<file path="config.mk">
export PLATFORM = sky130hd
export DESIGN_NAME = trace_tap
export DESIGN_NICKNAME = d
export VERILOG_FILES = /design/src/logic/trace_pkg.sv /design/src/logic/link_pkg.sv /design/src/logic/trace_packetizer.sv /design/src/logic/rx_word_indexer.sv /design/src/logic/cmd_frame_matcher.sv /design/src/logic/host_stall_ctrl.sv /design/src/logic/trace_tap.sv
export SDC_FILE = /design/constraint.sdc
export NUM_CORES = 1
export LEC_CHECK = 0
export BUFFER_PORTS_ARGS = -buffer_cell sky130_fd_sc_hd__buf_2
export CAP_MARGIN = 20
export CORE_ASPECT_RATIO = 2
export CORE_MARGIN = 1.5
export CORE_UTILIZATION = 53
export CTS_BUF_LIST = sky130_fd_sc_hd__clkbuf_16
export DETAILED_ROUTE_END_ITERATION = 6
export PLACE_DENSITY = 0.76
export SYNTH_ARGS = -nofsm -noshare
export SYNTH_HDL_FRONTEND = slang
export SYNTH_SLANG_ARGS = --single-unit
export TNS_END_PERCENT = 30
</file>
<file path="constraint.sdc">
create_clock -name clk -period 6.3 [get_ports clk]
set_input_delay 0.315 -clock clk [delete_from_list [all_inputs] [get_ports clk]]
set_output_delay 0.315 -clock clk [all_outputs]
set_load 0.05 [all_outputs]
</file>
<file path="src/logic/trace_pkg.sv">
package trace_pkg;

  //////////////////////////////////////////////////
  // trace frame geometry
  //////////////////////////////////////////////////

  localparam int XLEN         = 32;   // pc and gpr width, one stream word
  localparam int RECORD_WORDS = 5;    // hdr, pc, instr, rd info, rd value
  localparam int SEQ_W        = 16;   // lower half of the header word
  localparam int WORD_SEL_W   = $clog2(RECORD_WORDS);

  localparam logic [15:0] TRACE_MAGIC = 16'h5256;   // "RV" in the upper half

  // word positions inside one frame
  localparam logic [WORD_SEL_W-1:0] W_HDR   = 3'd0;
  localparam logic [WORD_SEL_W-1:0] W_PC    = 3'd1;
  localparam logic [WORD_SEL_W-1:0] W_INSTR = 3'd2;
  localparam logic [WORD_SEL_W-1:0] W_RD    = 3'd3;  // wen and addr packed low
  localparam logic [WORD_SEL_W-1:0] W_VALUE = 3'd4;  // carries last

  localparam int RD_INFO_W = 6;   // gpr_wen + gpr_addr

  //////////////////////////////////////////////////
  // retire buffer sizing
  //////////////////////////////////////////////////

  localparam int BUF_DEPTH = 2;   // power of two, pointers wrap
  localparam int PTR_W     = (BUF_DEPTH > 1) ? $clog2(BUF_DEPTH) : 1;
  localparam int CNT_W     = $clog2(BUF_DEPTH + 1);

  localparam logic [CNT_W-1:0] CNT_FULL = CNT_W'(BUF_DEPTH);

  // one retired instruction as seen by the tap
  typedef struct packed {
    logic [XLEN-1:0] pc;
    logic [31:0]     instr;      // raw encoding
    logic            gpr_wen;
    logic [4:0]      gpr_addr;
    logic [XLEN-1:0] gpr_value;  // write data, meaningful when gpr_wen
  } retire_t;  // 102 bits

endpackage

</file>
<file path="src/logic/link_pkg.sv">
package link_pkg;

  //////////////////////////////////////////////////
  // word stream
  //////////////////////////////////////////////////

  localparam int WORD_W = 32;

  typedef struct packed {
    logic [WORD_W-1:0] data;
    logic              last;   // final word of a frame
  } beat_t;  // 33 bits

  localparam int IDX_W = 3;
  localparam logic [IDX_W-1:0] IDX_MAX = '1;   // index sticks here

  typedef struct packed {
    beat_t            beat;
    logic [IDX_W-1:0] idx;     // position within the frame
  } indexed_beat_t;  // 36 bits

  //////////////////////////////////////////////////
  // host command frames
  //////////////////////////////////////////////////

  localparam int CMD_WORDS = 5;
  localparam logic [IDX_W-1:0] CMD_LAST_IDX = 3'd4;  // last word of the string
  localparam logic [IDX_W-1:0] ARG_IDX      = 3'd5;  // optional argument word

  localparam int NUM_CMDS    = 2;
  localparam int CMD_TRIGGER = 0;
  localparam int CMD_SLOW    = 1;

  // word 0 arrives first: dst mac low, mac words, ether type 005c with tag
  localparam logic [WORD_W-1:0] CMD_STRINGS [NUM_CMDS][CMD_WORDS] = '{
    '{32'h1111_6843, 32'h1654_4502, 32'h8f54_0000, 32'h7274_005c, 32'h6e69_6769},  // trigin
    '{32'h1111_6843, 32'h1654_4502, 32'h8f54_0000, 32'h6c73_005c, 32'h656d_776f}   // slowme
  };

  typedef struct packed {
    logic              hit;   // one cycle per matching frame
    logic [WORD_W-1:0] arg;   // word 5, zero if absent
  } cmd_hit_t;  // 33 bits

endpackage

</file>
<file path="src/logic/trace_packetizer.sv">
`timescale 1ns/100ps

module trace_packetizer (
  input  logic               clk,
  input  logic               rst_n,
  input  logic               retire_valid,
  input  trace_pkg::retire_t retire,
  input  logic               ext_stall,     // core sees this, no accept while high
  output logic               trace_stall,
  output logic               tx_valid,
  output link_pkg::beat_t    tx_beat,
  input  logic               tx_ready
);

  //////////////////////////////////////////////////
  // record buffer
  //////////////////////////////////////////////////

  trace_pkg::retire_t mem [trace_pkg::BUF_DEPTH];

  logic [trace_pkg::PTR_W-1:0]      wr_ptr;
  logic [trace_pkg::PTR_W-1:0]      rd_ptr;
  logic [trace_pkg::CNT_W-1:0]      count;      // records held
  logic [trace_pkg::SEQ_W-1:0]      seq;        // seq of the head record
  logic [trace_pkg::WORD_SEL_W-1:0] word_sel;   // word now on the wire
  trace_pkg::retire_t               head;

  logic push;
  logic pop;
  logic beat_done;
  logic frame_end;

  assign push      = retire_valid & ~ext_stall;   // accepted retire
  assign beat_done = tx_valid & tx_ready;
  assign frame_end = (word_sel == trace_pkg::W_VALUE);
  assign pop       = beat_done & frame_end;       // record leaves after word 4

  assign trace_stall = (count == trace_pkg::CNT_FULL);
  assign tx_valid    = (count != '0);
  assign head        = mem[rd_ptr];

  always_ff @(posedge clk) begin
    if (push) begin
      mem[wr_ptr] <= retire;
    end
  end

  always_ff @(posedge clk) begin
    if (!rst_n) begin
      wr_ptr <= '0;
      rd_ptr <= '0;
      count  <= '0;
    end else begin
      if (push) wr_ptr <= wr_ptr + 1'b1;   // wraps, depth is a power of two
      if (pop)  rd_ptr <= rd_ptr + 1'b1;
      if (push && !pop) begin
        count <= count + 1'b1;
      end else if (pop && !push) begin
        count <= count - 1'b1;
      end
    end
  end

  //////////////////////////////////////////////////
  // frame sequencing
  //////////////////////////////////////////////////

  // frames leave in accept order, so counting sent frames
  // gives the sequence of the head record
  always_ff @(posedge clk) begin
    if (!rst_n) begin
      seq      <= '0;
      word_sel <= trace_pkg::W_HDR;
    end else if (beat_done) begin
      if (frame_end) begin
        word_sel <= trace_pkg::W_HDR;
        seq      <= seq + 1'b1;
      end else begin
        word_sel <= word_sel + 1'b1;
      end
    end
  end

  // word mux, held stable while tx_ready is low
  always_comb begin
    tx_beat.last = frame_end;
    case (word_sel)
      trace_pkg::W_HDR:   tx_beat.data = {trace_pkg::TRACE_MAGIC, seq};
      trace_pkg::W_PC:    tx_beat.data = head.pc;
      trace_pkg::W_INSTR: tx_beat.data = head.instr;
      trace_pkg::W_RD: begin
        // bit 5 wen, bits 4:0 rd
        tx_beat.data = {{(link_pkg::WORD_W - trace_pkg::RD_INFO_W){1'b0}},
                        head.gpr_wen, head.gpr_addr};
      end
      default:            tx_beat.data = head.gpr_value;
    endcase
  end

endmodule

</file>
<file path="src/logic/rx_word_indexer.sv">
`timescale 1ns/100ps

module rx_word_indexer (
  input  logic                    clk,
  input  logic                    rst_n,
  input  logic                    rx_valid,   // no backpressure on rx
  input  link_pkg::beat_t         rx_beat,
  output logic                    ib_valid,
  output link_pkg::indexed_beat_t ib
);

  //////////////////////////////////////////////////
  // position tracking
  //////////////////////////////////////////////////

  logic [link_pkg::IDX_W-1:0] pos;   // index of the next rx word

  always_ff @(posedge clk) begin
    if (!rst_n) begin
      pos      <= '0;
      ib_valid <= 1'b0;
    end else begin
      ib_valid <= rx_valid;
      if (rx_valid) begin
        if (rx_beat.last) begin
          pos <= '0;                       // next frame starts fresh
        end else if (pos != link_pkg::IDX_MAX) begin
          pos <= pos + 1'b1;               // saturate, long tails stay at 7
        end
      end
    end
  end

  // registered word plus its index, one cycle behind rx
  always_ff @(posedge clk) begin
    if (rx_valid) begin
      ib.beat <= rx_beat;
      ib.idx  <= pos;
    end
  end

endmodule

</file>
<file path="src/logic/cmd_frame_matcher.sv">
`timescale 1ns/100ps

module cmd_frame_matcher #(
  parameter int CMD = link_pkg::CMD_TRIGGER   // row of the command table
) (
  input  logic                    clk,
  input  logic                    rst_n,
  input  logic                    ib_valid,
  input  link_pkg::indexed_beat_t ib,
  output link_pkg::cmd_hit_t      hit_out
);

  logic [link_pkg::IDX_W-1:0]  cmp_idx;    // kept inside the table
  logic                        in_string;  // word lies in the command string
  logic                        word_bad;
  logic                        bad_q;      // some earlier word differed
  logic                        bad_now;
  logic                        long_enough;
  logic                        frame_end;
  logic [link_pkg::WORD_W-1:0] arg_q;      // word 5 once seen, else zero
  logic [link_pkg::WORD_W-1:0] arg_now;
  logic                        hit_q;
  logic [link_pkg::WORD_W-1:0] hit_arg;

  always_comb begin
    in_string   = (ib.idx < link_pkg::CMD_WORDS);
    cmp_idx     = in_string ? ib.idx : '0;
    word_bad    = in_string && (ib.beat.data != link_pkg::CMD_STRINGS[CMD][cmp_idx]);
    bad_now     = bad_q | word_bad;
    long_enough = (ib.idx >= link_pkg::CMD_LAST_IDX);   // at least 5 words
    // argument may be the last word itself
    arg_now     = (ib.idx == link_pkg::ARG_IDX) ? ib.beat.data : arg_q;
  end

  assign frame_end = ib_valid & ib.beat.last;

  always_ff @(posedge clk) begin
    if (!rst_n) begin
      bad_q <= 1'b0;
      arg_q <= '0;
      hit_q <= 1'b0;
    end else begin
      hit_q <= frame_end & ~bad_now & long_enough;   // single cycle
      if (frame_end) begin
        bad_q <= 1'b0;                               // clear for next frame
        arg_q <= '0;
      end else if (ib_valid) begin
        bad_q <= bad_now;
        if (ib.idx == link_pkg::ARG_IDX) arg_q <= ib.beat.data;
      end
    end
  end

  always_ff @(posedge clk) begin
    if (frame_end) hit_arg <= arg_now;
  end

  assign hit_out = '{hit: hit_q, arg: hit_arg};

endmodule

</file>
<file path="src/logic/host_stall_ctrl.sv">
`timescale 1ns/100ps

module host_stall_ctrl (
  input  logic               clk,
  input  logic               rst_n,
  input  link_pkg::cmd_hit_t hits [link_pkg::NUM_CMDS],   // one per command row
  output logic               trigger,
  output logic               host_stall
);

  //////////////////////////////////////////////////
  // debug trigger
  //////////////////////////////////////////////////

  // already a one-cycle pulse from the matcher
  assign trigger = hits[link_pkg::CMD_TRIGGER].hit;

  //////////////////////////////////////////////////
  // slow-down countdown
  //////////////////////////////////////////////////

  logic                        slow_hit;
  logic [link_pkg::WORD_W-1:0] slow_arg;    // requested stall cycles
  logic [link_pkg::WORD_W-1:0] left;        // cycles still owed after this one

  assign slow_hit = hits[link_pkg::CMD_SLOW].hit;
  assign slow_arg = hits[link_pkg::CMD_SLOW].arg;

  // hit cycle itself stalls, so the counter loads N-1
  always_ff @(posedge clk) begin
    if (!rst_n) begin
      left <= '0;
    end else if (slow_hit) begin
      left <= (slow_arg != '0) ? slow_arg - 1'b1 : '0;   // reload, zero means none
    end else if (left != '0) begin
      left <= left - 1'b1;
    end
  end

  // stall begins with the hit, same cycle a trigger would show
  assign host_stall = slow_hit ? (slow_arg != '0) : (left != '0);

endmodule

</file>
<file path="src/logic/trace_tap.sv">
`timescale 1ns/100ps

module trace_tap (
  input  logic               clk,
  input  logic               rst_n,
  // retire port from the core
  input  logic               retire_valid,
  input  trace_pkg::retire_t retire,
  output logic               ext_stall,
  // trace frames out
  output logic               tx_valid,
  output link_pkg::beat_t    tx_beat,
  input  logic               tx_ready,
  // host commands in, always accepted
  input  logic               rx_valid,
  input  link_pkg::beat_t    rx_beat,
  output logic               trigger
);

  logic                    trace_stall;   // buffer full
  logic                    host_stall;    // host asked for slow-down
  logic                    ib_valid;
  link_pkg::indexed_beat_t ib;
  link_pkg::cmd_hit_t      hits [link_pkg::NUM_CMDS];

  //////////////////////////////////////////////////
  // tx path
  //////////////////////////////////////////////////

  trace_packetizer u_packetizer (
    .clk          (clk),
    .rst_n        (rst_n),
    .retire_valid (retire_valid),
    .retire       (retire),
    .ext_stall    (ext_stall),
    .trace_stall  (trace_stall),
    .tx_valid     (tx_valid),
    .tx_beat      (tx_beat),
    .tx_ready     (tx_ready)
  );

  //////////////////////////////////////////////////
  // rx path
  //////////////////////////////////////////////////

  rx_word_indexer u_indexer (
    .clk      (clk),
    .rst_n    (rst_n),
    .rx_valid (rx_valid),
    .rx_beat  (rx_beat),
    .ib_valid (ib_valid),
    .ib       (ib)
  );

  // one matcher per command row
  for (genvar k = 0; k < link_pkg::NUM_CMDS; k++) begin : g_cmd
    cmd_frame_matcher #(.CMD(k)) u_matcher (
      .clk      (clk),
      .rst_n    (rst_n),
      .ib_valid (ib_valid),
      .ib       (ib),
      .hit_out  (hits[k])
    );
  end

  host_stall_ctrl u_host_stall (
    .clk        (clk),
    .rst_n      (rst_n),
    .hits       (hits),
    .trigger    (trigger),
    .host_stall (host_stall)
  );

  assign ext_stall = trace_stall | host_stall;   // either side holds the core

endmodule

</file>
# --- Yosys cells after proc, flatten, opt, wreduce, memory -nomap -nowiden ---
# Memories as Yosys holds them, arrays and structs flattened. A register that Yosys moved wholly into a read port is not among the register bits.
# Cells that the tools add are included.
word_totals:
  rom_bits: 512
  in_bits: 140
  memories: 3
  word_cells: 93
  output_inout_bits: 36
  ramBits: 204
  register_bits: 163
op_classes:
  order_cmp: 3
  eq_ne: 9
  add_sub_neg: 9
  n_reduce_logical: 16
  bitwise: 16
  muxes: 20
mem_list:
  columns: ["name", "words", "word_bits", "read_ports", "rd_ports_with_merged_regs", "write_ports", "line_no", "source"]
  rows:
  - ["(name not given)", 8, 32, 1, 0, 0, "cmd_frame_matcher.sv:28", "word_bad = in_string && (ib.beat.data != link_pkg::CMD_STRINGS[CMD][cmp_idx]);"]
  - ["(name not given)", 8, 32, 1, 0, 0, "cmd_frame_matcher.sv:28", null]
  - ["u_packetizer.mem", 2, 102, 1, 1, 1, "trace_packetizer.sv:19", "trace_pkg::retire_t mem [trace_pkg::BUF_DEPTH];"]
ops:
  columns: ["op", "n"]
  rows:
  - ["32-bit 2-to-1 mux", 8]
  - ["32-bit case mux with 4 select lines", 1]
  - ["32-bit inequality test", 2]
  - ["32-bit nonzero test", 2]
  - ["32-bit by 1-bit subtractor with 32-bit output (second input constant)", 2]
  - ["16-bit by 1-bit adder with 16-bit output (second input constant)", 1]
  - ["3-bit 2-to-1 mux", 4]
  - ["1-bit bitwise AND", 8]
  - ["2-bit nonzero test", 4]
  - ["3-bit by 1-bit adder with 3-bit output (second input constant)", 2]
  - ["3-bit by 2-bit == test with 1-bit output (second input constant)", 2]
  - ["3-bit == test (second input constant)", 2]
  - ["1-bit 2-to-1 mux", 5]
  - ["4-bit >= comparator (second input constant)", 1]
  - ["1-bit logical AND", 4]
  - ["2-bit 2-to-1 mux", 2]
  - ["1-bit NOT", 4]
  - ["3-bit NOT with 4-bit output", 1]
  - ["2-bit AND reduction", 2]
  - ["3-bit by 1-bit == test with 1-bit output (second input constant)", 1]
  - ["3-bit >= comparator (second input constant)", 1]
  - ["3-bit logical NOT", 1]
  - ["3-bit less-than comparator (second input constant)", 1]
  - ["3-bit inequality test (second input constant)", 1]
  - ["7 further kinds", 11]

# --- Longest topological paths before layout ---
# Gate-level depths: netlist (run 1).
logic_depth:
  ltp_word: 12
  mapped_depth: 13
  ltp_nobuf: 12

# --- Hierarchy ---
# Synthesis (run 1) repeated with hierarchy kept, for this count alone.
hier_totals:
  hier_cells: 1454
  area_unflattened_um2: 18888.1
modules_own_cells:
  columns: ["mod", "cells_each", "instances", "area_per_inst_um2"]
  rows:
  - ["trace_packetizer", 580, 1, 9100.0]
  - ["cmd_frame_matcher (g_cmd[1].u_matcher)", 260, 1, 3055.4]
  - ["cmd_frame_matcher (g_cmd[0].u_matcher)", 255, 1, 3032.9]
  - ["host_stall_ctrl", 302, 1, 2434.8]
  - ["rx_word_indexer", 56, 1, 1258.7]
  - ["trace_tap", 1, 1, 6.3]

# --- Least setup slack after synthesis (run 1) ---
# No wires, ideal clock.
synth_path:
  path_type: "register to register"
  start: "reg u_host_stall.left[0] (netlist bit)"
  end: "mem u_packetizer.mem[0][0] (netlist bit), enable pin"
  n_path_buf: 1
  arrival_ns: 6.072
  period_less_slack_ns: 6.635
  setup_time_ns: 0.564
  stages_incl_launch_ff: 10
  slack_ns: -0.335
  cell_sequence: "dfxtp_1 inv_1 ha_1 or4b_1 clkbuf_1 nor3_4 nand4_2 nand2_1 nand3_2 nor2_1"
synth_via:
  elab_chain_len: 7
synth_rtl:
  columns: ["element", "line_no", "source"]
  rows:
  - ["from (decl)", "host_stall_ctrl.sv:24", "logic [link_pkg::WORD_W-1:0] left;"]
  - ["from (signal assigned)", "host_stall_ctrl.sv:34", "left <= (slow_arg != '0) ? slow_arg - 1'b1 : '0;"]
  - ["from (signal assigned)", "host_stall_ctrl.sv:36", "left <= left - 1'b1;"]
  - ["32-bit nonzero test", "host_stall_ctrl.sv:41", "assign host_stall = slow_hit ? (slow_arg != '0) : (left != '0);"]
  - ["1-bit 2-to-1 mux", "host_stall_ctrl.sv:41", null]
  - ["1-bit OR", "trace_tap.sv:74", "assign ext_stall = trace_stall | host_stall;"]
  - ["1-bit NOT", "trace_packetizer.sv:33", "assign push = retire_valid & ~ext_stall;"]
  - ["1-bit bitwise AND", "trace_packetizer.sv:33", null]
  - ["1-bit 2-to-1 mux", "trace_packetizer.sv:43", "if (push) begin"]
  - ["1-bit 2-to-1 mux (implied by the code)", "trace_packetizer.sv:44", "mem[wr_ptr] <= retire;"]
  - ["to (decl)", "trace_packetizer.sv:19", null]
# No other way between the ends.

# --- Final worst setup path (run 1) ---
layout_path:
  start: "reg u_host_stall.left[13] (netlist bit)"
  end: "mem u_packetizer.mem[1][82] (netlist bit), enable pin"
# The elaborated chain is that of the path after synthesis.

==> results of run 1 <==
[per-layer routing]
layer | global-route usage (%) | vias up | part of all wire, %
met1 | 22.5 | 5335 | 33
met3 | 2.85 | 106 | 4.1
li1 | - | 5236 | -
met4 | 12.7 | 2 | 5.2
met2 | 48.2 | 349 | 58
met5 | 0 | - | 0.034
[Yosys cell counts, types with 4 or more instances]
library cell / number / area (um2)
xor2_1: 41 / 359
o21ai_0: 22 / 110
nand2_1: 45 / 169
dfxtp_1: 96 / 1920
mux2_2: 39 / 439
nor3b_1: 5 / 37.5
a221oi_1: 5 / 43.8
a311o_1: 10 / 100
nor3_1: 22 / 110
clkbuf_1: 48 / 180
inv_1: 22 / 82.6
buf_2: 16 / 80.1
nand4_1: 9 / 56.3
o22ai_1: 16 / 100
and2_1: 22 / 138
ha_1: 16 / 200
nor2b_1: 13 / 81.3
nor4_2: 5 / 62.6
nor4_1: 18 / 113
nand3b_1: 7 / 52.6
or3_1: 13 / 81.3
nand2b_1: 9 / 56.3
nand3_1: 23 / 115
buf_1: 7 / 26.3
or4_1: 12 / 90.1
o21a_1: 4 / 30.0
a22o_1: 4 / 35.0
a211oi_1: 6 / 45.0
a2bb2oi_1: 12 / 105
o221ai_1: 15 / 131
a21o_1: 5 / 37.5
nor2_1: 104 / 390
nor4_4: 4 / 85.1
a21oi_1: 44 / 220
xnor2_1: 39 / 342
edfxtp_1: 272 / 8170
mux2i_1: 106 / 1060
a22oi_1: 10 / 75.1
nand4b_1: 4 / 35.0
[critical path: cells and delay by family (launching register included)]
kind,cells,cell delay (ns)
buffers and inverters,1,0.61
AND/OR/NAND/NOR,6,2.54
flip-flops,1,0.35
[state kept, by name (all words and copies together), names as in the netlist, 3 cells and up, named ones only]
name / cells
u_packetizer.seq: 16
g_cmd.u_matcher.hit_arg: 32
u_packetizer.mem: 204
u_indexer.ib: 36
u_packetizer.word_sel: 3
g_cmd.u_matcher.arg_q: 32
u_host_stall.left: 32
u_indexer.pos: 3
[cell type report]
class,count,area [um2],share of cell area [%]
diodes,6,15.0,0.0762
clock buffers,31,776,3.94
clock inverters,25,228,1.16
inverters,23,86.3,0.438
multi-input cells,770,5690,28.9
flip-flops and latches,368,10100,51.2
well taps,368,460,2.34
repair buffers,325,2350,11.9
[per-stage QoR]
step           hold WS [ns]  utilization [%]  cells  power [mW]  cell area, um2
5_1_grt               0.273             65.5   1916        6.43           19700
4_1_cts               0.233             65.5   1909        6.18           19700
2_1_floorplan         0.394                -   1235        3.93           16200
3_5_place_dp          0.427             57.6   1718        4.23           17300
3_3_place_gp          0.405             57.6   1718        4.19           17300
6_report              0.254             65.5   1916        6.17           19700
[cell families after synthesis]
logic type      after synthesis
compound gates              192
mux                         145
xor+xnor                     80
simple gates                337
fa+ha+maj                    16
buf+inv                      97
flops                       368
[how the worst min path moves through the flow]
stage / start / slack, ns / endpoint
floorplan: g_cmd[1].u_matcher.bad_q$_SDFFE_PP0P_ / 0.39 / g_cmd[1].u_matcher.hit_q$_SDFF_PN0_
finish: tx_ready / 0.25 / u_packetizer.word_sel[0]$_SDFFE_PN0P_
CTS: tx_ready / 0.23 / u_packetizer.word_sel[1]$_SDFFE_PN0P_
global placement: g_cmd[1].u_matcher.bad_q$_SDFFE_PP0P_ / 0.41 / g_cmd[1].u_matcher.hit_q$_SDFF_PN0_
global route: tx_ready / 0.27 / u_packetizer.word_sel[1]$_SDFFE_PN0P_
detailed placement: g_cmd[1].u_matcher.bad_q$_SDFFE_PP0P_ / 0.43 / g_cmd[1].u_matcher.hit_q$_SDFF_PN0_
[power by group through the flow]
stage               registers [mW]  logic [mW]  clock network [mW]
finish                        2.97        1.30                1.90
global route                  2.99        1.42                2.03
CTS                           2.96        1.29                1.93
detailed placement            3.01        1.21                   0
global placement              3.00        1.19                   0
floorplan                     2.99       0.939                   0
[layout by cell type, fill, tap and decap left out, types with 22 or more instances in the layout]
| master | n |
|---|---|
| a21oi_1 | 44 |
| and2_1 | 22 |
| buf_2 | 175 |
| clkbuf_16 | 31 |
| dfxtp_1 | 94 |
| dlygate4sd3_1 | 135 |
| edfxtp_1 | 272 |
| inv_1 | 26 |
| mux2_2 | 39 |
| mux2i_1 | 106 |
| nand2_1 | 45 |
| nand3_1 | 23 |
| nor2_1 | 102 |
| nor3_1 | 22 |
| o21ai_0 | 22 |
| xnor2_1 | 39 |
| xor2_1 | 41 |
[timing repair]
action,in CTS,in global routing
setup buffers,0,0
hold endpoints to repair,237,0
hold buffers,135,0
==> impl_metrics.csv, run 1 <==
group,metric,value,unit
timing,rsz0062_at_grt,"no",
worst_setup_path,critical_path_class,"reg -> reg",
clocking,cts-resized-gates,0,
finish,nets,1674,
job,max_cap_viol_count,0,
logic_synthesis,synth_top_family_by_area,"simple AND/OR/NAND/NOR gates",
clocking,root_buffer,"clkbuf_16",
logic_synthesis,ys_async_sr_fraction,0,%
timing,finalHoldViolations,0,
power,p_leak,7.04,nW
floorplanning,io_pins,176,
detailed_routing,via_per_inst,5.76,
power,ir_drop,286,uV
clocking,clock-sinks,368,
power,p_clk_share,30.9,%
logic_synthesis,yosysWarnings,0,
logic_synthesis,ys_types,76,
detailed_routing,detail_route.iter0.violations,659,
floorplanning,dieArea,31600,um2
detailed_routing,wirelength,38000,um
clocking,clkLatencyLatePin,0.56,ns
finish,drive_gt1_share,19.7,%
timing,fmax,0.257,GHz
detailed_routing,first_pass_iters,5,
placed_design,io_buffers,175,
power,seqPwrFrac,48.1,%
global_routing,grt_start_max_net_pins,73,
logic_synthesis,synth.cell_area,16200,um2
floorplanning,initial_core_util,53.8,%
worst_setup_path,reg2reg_slack,2.41,ns
timing,finalSetupViolations,0,
detailed_routing,routedWlPerCell,19.9,um
logic_synthesis,synth-seq-area-share,62.4,%
placed_design,dp_hpwl,25300,um
logic_synthesis,synthCells,1235,
worst_setup_path,cp.required,6.50,ns
floorplanning,rows,90,
worst_setup_path,cp-start-kind,"register",
global_routing,grt_pass1_vias,11489,
worst_setup_path,cpPeakStageDelay,0.65,ns
finish,num-fill-cells,2152,
power,intPower,4.40,mW
worst_setup_path,reg2reg_from,"u_host_stall.left[13]$_SDFFE_PN0P_",
floorplanning,die_x,127,um
timing,period_needed,3.89,ns
worst_setup_path,cp_max_fo,42,
worst_hold_path,hold_depth,4,
timing,period_share,61.8,%
timing,maxSlewHeadroom,25.0,%
detailed_routing,drc_errors,0,
placed_design,place_worst_setup_slack,2.41,ns
floorplanning,placeableCoreArea,30100,um2
clocking,h-tree-depth,1,
power,p_sw,1.77,mW
worst_setup_path,worstSetupStartpoint,"u_host_stall.left[13]$_SDFFE_PN0P_",
timing,finalWorstSetupSlack,2.41,ns
clocking,cts_buffers,30,
logic_synthesis,synth_compound_gate_area_share,8.50,%
logic_synthesis,synth_edf_count,272,
clocking,cts_tree,"done",
logic_synthesis,synthAdderAreaFrac,1.24,%
worst_setup_path,slowest_stage,"nor4_4",
timing,tns,0,ns
global_routing,grt.total_usage,23.8,%
logic_synthesis,ys_ff_latch,368,
logic_synthesis,synth_xor_xnor_area_share,4.33,%
placed_design,gp_congestion,0.903,
logic_synthesis,synth_simple_gate_area_share,11.8,%
logic_synthesis,synth_flop_cell,"edfxtp_1",
worst_setup_path,ff2ff_path_depth,7,
clocking,clk_pin_slew,0.07,ns
logic_synthesis,syn_nets,1391,
detailed_routing,vias,11028,
timing,finClkSkew,0.00950,ns
worst_setup_path,crit_chain,"or4_4 -> nor4_4 -> nand4_2 -> nand2_1 -> nand3_2 -> nor2_4 -> buf_4",
clocking,cts_buffer_depth,3,
finish,syn_to_final_growth,21.9,%
worst_setup_path,crit_path_end_kind,"register",
timing,drv_slew,0,
floorplanning,chipHeight,250,um
worst_setup_path,endpoint,"u_packetizer.mem[1][82]$_DFFE_PP_",
detailed_routing,ant_nets,0,
global_routing,antenna_found_initial,7,
power,p_per_area,313,nW/um2
worst_setup_path,worstReg2RegEnd,"u_packetizer.mem[1][82]$_DFFE_PP_",
global_routing,grt-ovfl-total,0,
logic_synthesis,synth.mux.area_fraction,9.28,%
worst_hold_path,min_path_type,"in -> reg",
power,p_sw_share,28.7,%
worst_setup_path,crit_arrival,4.09,ns
run_status,outcome,"finished, final reports clean",
power,power_frac_comb,21.0,%
global_routing,grt_pass1_wl,58900,um
logic_synthesis,synth_area_per_cell,13.1,um2
timing,worst_pin_slew,1.12,ns
No activity file was read; power rests on OpenSTA's default activity.
==> run 2: changes to the inputs <==
--- a/config.mk
+++ b/config.mk
@@ -9,10 +9,10 @@
 export CAP_MARGIN = 20
 export CORE_ASPECT_RATIO = 2
 export CORE_MARGIN = 1.5
-export CORE_UTILIZATION = 53
+export CORE_UTILIZATION = 59
 export CTS_BUF_LIST = sky130_fd_sc_hd__clkbuf_16
 export DETAILED_ROUTE_END_ITERATION = 6
-export PLACE_DENSITY = 0.76
+export PLACE_DENSITY = 0.8
 export SYNTH_ARGS = -nofsm -noshare
 export SYNTH_HDL_FRONTEND = slang
 export SYNTH_SLANG_ARGS = --single-unit
==> constraint.sdc (replaced) <==
create_clock -name clk -period 3.7 [get_ports clk]
set_input_delay 0.185 -clock clk [delete_from_list [all_inputs] [get_ports clk]]
set_output_delay 0.185 -clock clk [all_outputs]
set_load 0.05 [all_outputs]
==> run 2 against run 1 <==
Critical endpoint is now tx_beat[23]. Clock power increased by 70%. Hold slack got worse by 0.21 ns. Clock skew increased by 0.0090 ns. Non-clock buffer count increased by 6. Combinational power increased by 77%.
==> impl_metrics.csv, run 2 (synthesized netlist as in run 1, its figures left out) <==
group,metric,value,unit
run_status,outcome,"finished, final reports clean",
timing,worst_pin_slew,1.03,ns
worst_hold_path,min_from,"rst_n",
timing,finClkSkew,0.0185,ns
floorplanning,dieArea,28500,um2
job,max_cap_viol_count,0,
placed_design,place_worst_setup_slack,0.439,ns
detailed_routing,drc_errors,0,
timing,period_share,94.1,%
timing,finalWorstSetupSlack,0.220,ns
worst_setup_path,cpPeakStageDelay,0.76,ns
power,p_per_area,536,nW/um2
finish,layout_commonest_cell,"edfxtp_1",
clocking,clkLatencyLatePin,0.58,ns
global_routing,grt.total_usage,29.8,%
timing,finalSetupViolations,0,
finish,regMostFlops,"u_packetizer.mem",
power,ir_drop,489,uV
timing,period_needed,3.48,ns
power,p_leak,7.10,nW
finish,drive_gt1_share,20.3,%
detailed_routing,via_per_inst,6.07,
floorplanning,die_x,120,um
worst_setup_path,cp-start-kind,"register",
floorplanning,initial_core_util,60.1,%
finish,largest_registers,"u_packetizer.mem (204), u_indexer.ib (36)",
worst_setup_path,slowest_stage,"nand2_1",
clocking,clock-sinks,368,
detailed_routing,wirelength,42200,um
detailed_routing,first_pass_iters,7,
placed_design,dp_hpwl,25900,um
clocking,root_buffer,"clkbuf_16",
floorplanning,io_pins,176,
floorplanning,placeableCoreArea,26900,um2
clocking,clk_pin_slew,0.07,ns
worst_setup_path,critical_path_class,"reg -> out",
global_routing,grt_pass1_vias,12138,
worst_setup_path,worstSetupStartpoint,"u_packetizer.word_sel[0]$_SDFFE_PN0P_",
worst_setup_path,crit_arrival,3.30,ns
worst_setup_path,crit_chain,"ha_1 -> nand2_1 -> o22ai_1 -> nor3_1 -> a21oi_1 -> buf_2",
global_routing,grt_start_max_net_pins,103,
floorplanning,chipHeight,237,um
worst_setup_path,cp_max_fo,21,
worst_setup_path,reg2reg_from,"u_indexer.ib[0]$_DFFE_PP_",
worst_setup_path,cp.required,3.51,ns
global_routing,grt_pass1_wl,65000,um
detailed_routing,ant_nets,0,
placed_design,io_buffers,175,
finish,final_cell_mix,"edfxtp_1 (272), buf_2 (175), dlygate4sd3_1 (135)",
clocking,cts_tree,"done",
clocking,h-tree-depth,1,
global_routing,antenna_found_initial,2,
clocking,cts_buffers,31,
global_routing,grt-ovfl-total,0,
detailed_routing,vias,11539,
timing,drv_slew,0,
timing,fmax,0.287,GHz
timing,finalHoldViolations,0,
finish,largest_reg_flops,204,
floorplanning,rows,85,
placed_design,gp_congestion,0.885,
detailed_routing,detail_route.iter0.violations,850,
finish,syn_to_final_growth,22.2,%
detailed_routing,routedWlPerCell,22.2,um
finish,nets,1681,
worst_setup_path,crit_path_end_kind,"output port",
finish,final_util,73.4,%
worst_hold_path,min_path_type,"in -> reg",
clocking,cts_buffer_depth,3,
timing,rsz0062_at_grt,"no",
clocking,cts-resized-gates,0,
timing,maxSlewHeadroom,31.3,%
run 2: critical path: cells and delay by family, from the launching register on:
kind	cells	cell delay, ns
fa+ha+maj	1	0.56
buf+inv	1	0.30
flops	1	0.41
compound gates	2	0.58
simple gates	2	0.86
run 2: cell type report:
class / count / area [um2]
antenna: 2 / 5.00
fill: 1648 / 7150
multi-input combinational: 770 / 5720
timing repair buffer: 331 / 2420
clock buffer: 33 / 826
tap: 348 / 435
sequential: 368 / 10100
inverter: 23 / 86.3
clock inverter: 25 / 170
run 2: timing repair:
action | in CTS | in global routing
buffers inserted | 0 | 0
endpoints found under the hold margin | 237 | 0
setup endpoints to repair | 0 | 0
hold buffers | 135 | 0
run 2: report_power, final:
| part | total, mW | internal, mW | switching [mW] |
|---|---|---|---|
| clock network | 3.23 | 1.75 | 1.48 |
| registers | 5.07 | 4.81 | 0.263 |
| logic | 2.30 | 0.923 | 1.37 |
| total | 10.6 | 7.48 | 3.11 |
run 2: worst paths after layout:
path,endpoint,slack [ns],cells past startpoint
setup / recovery,tx_beat[23],0.22,6
hold / removal,u_packetizer.word_sel[2]$_SDFFE_PN0P_,0.04,2
setup reg to reg,g_cmd[1].u_matcher.hit_q$_SDFF_PN0_,0.41,9
hold reg to reg,g_cmd[1].u_matcher.hit_q$_SDFF_PN0_,0.42,1
run 2: metal layers:
metal | vias up | global-route usage (%) | share of wire, %
li1 | 5248 | - | -
met1 | 5629 | 29.9 | 33
met2 | 506 | 55.1 | 54
met3 | 156 | 4.84 | 5.9
met4 | 0 | 20.1 | 7.2
met5 | - | 0 | 0
run 2: through the flow:
stage          TNS (ns)  hold WS [ns]  cells  total power, mW  cell area [um2]
2_1_floorplan    -16.14         0.284   1235             6.71            16200
3_3_place_gp          0         0.363   1705             7.19            17400
3_5_place_dp          0         0.364   1705             7.26            17400
4_1_cts               0      0.000323   1898             10.5            19800
5_1_grt               0        0.0235   1900             11.0            19800
6_report              0        0.0400   1900             10.6            19800
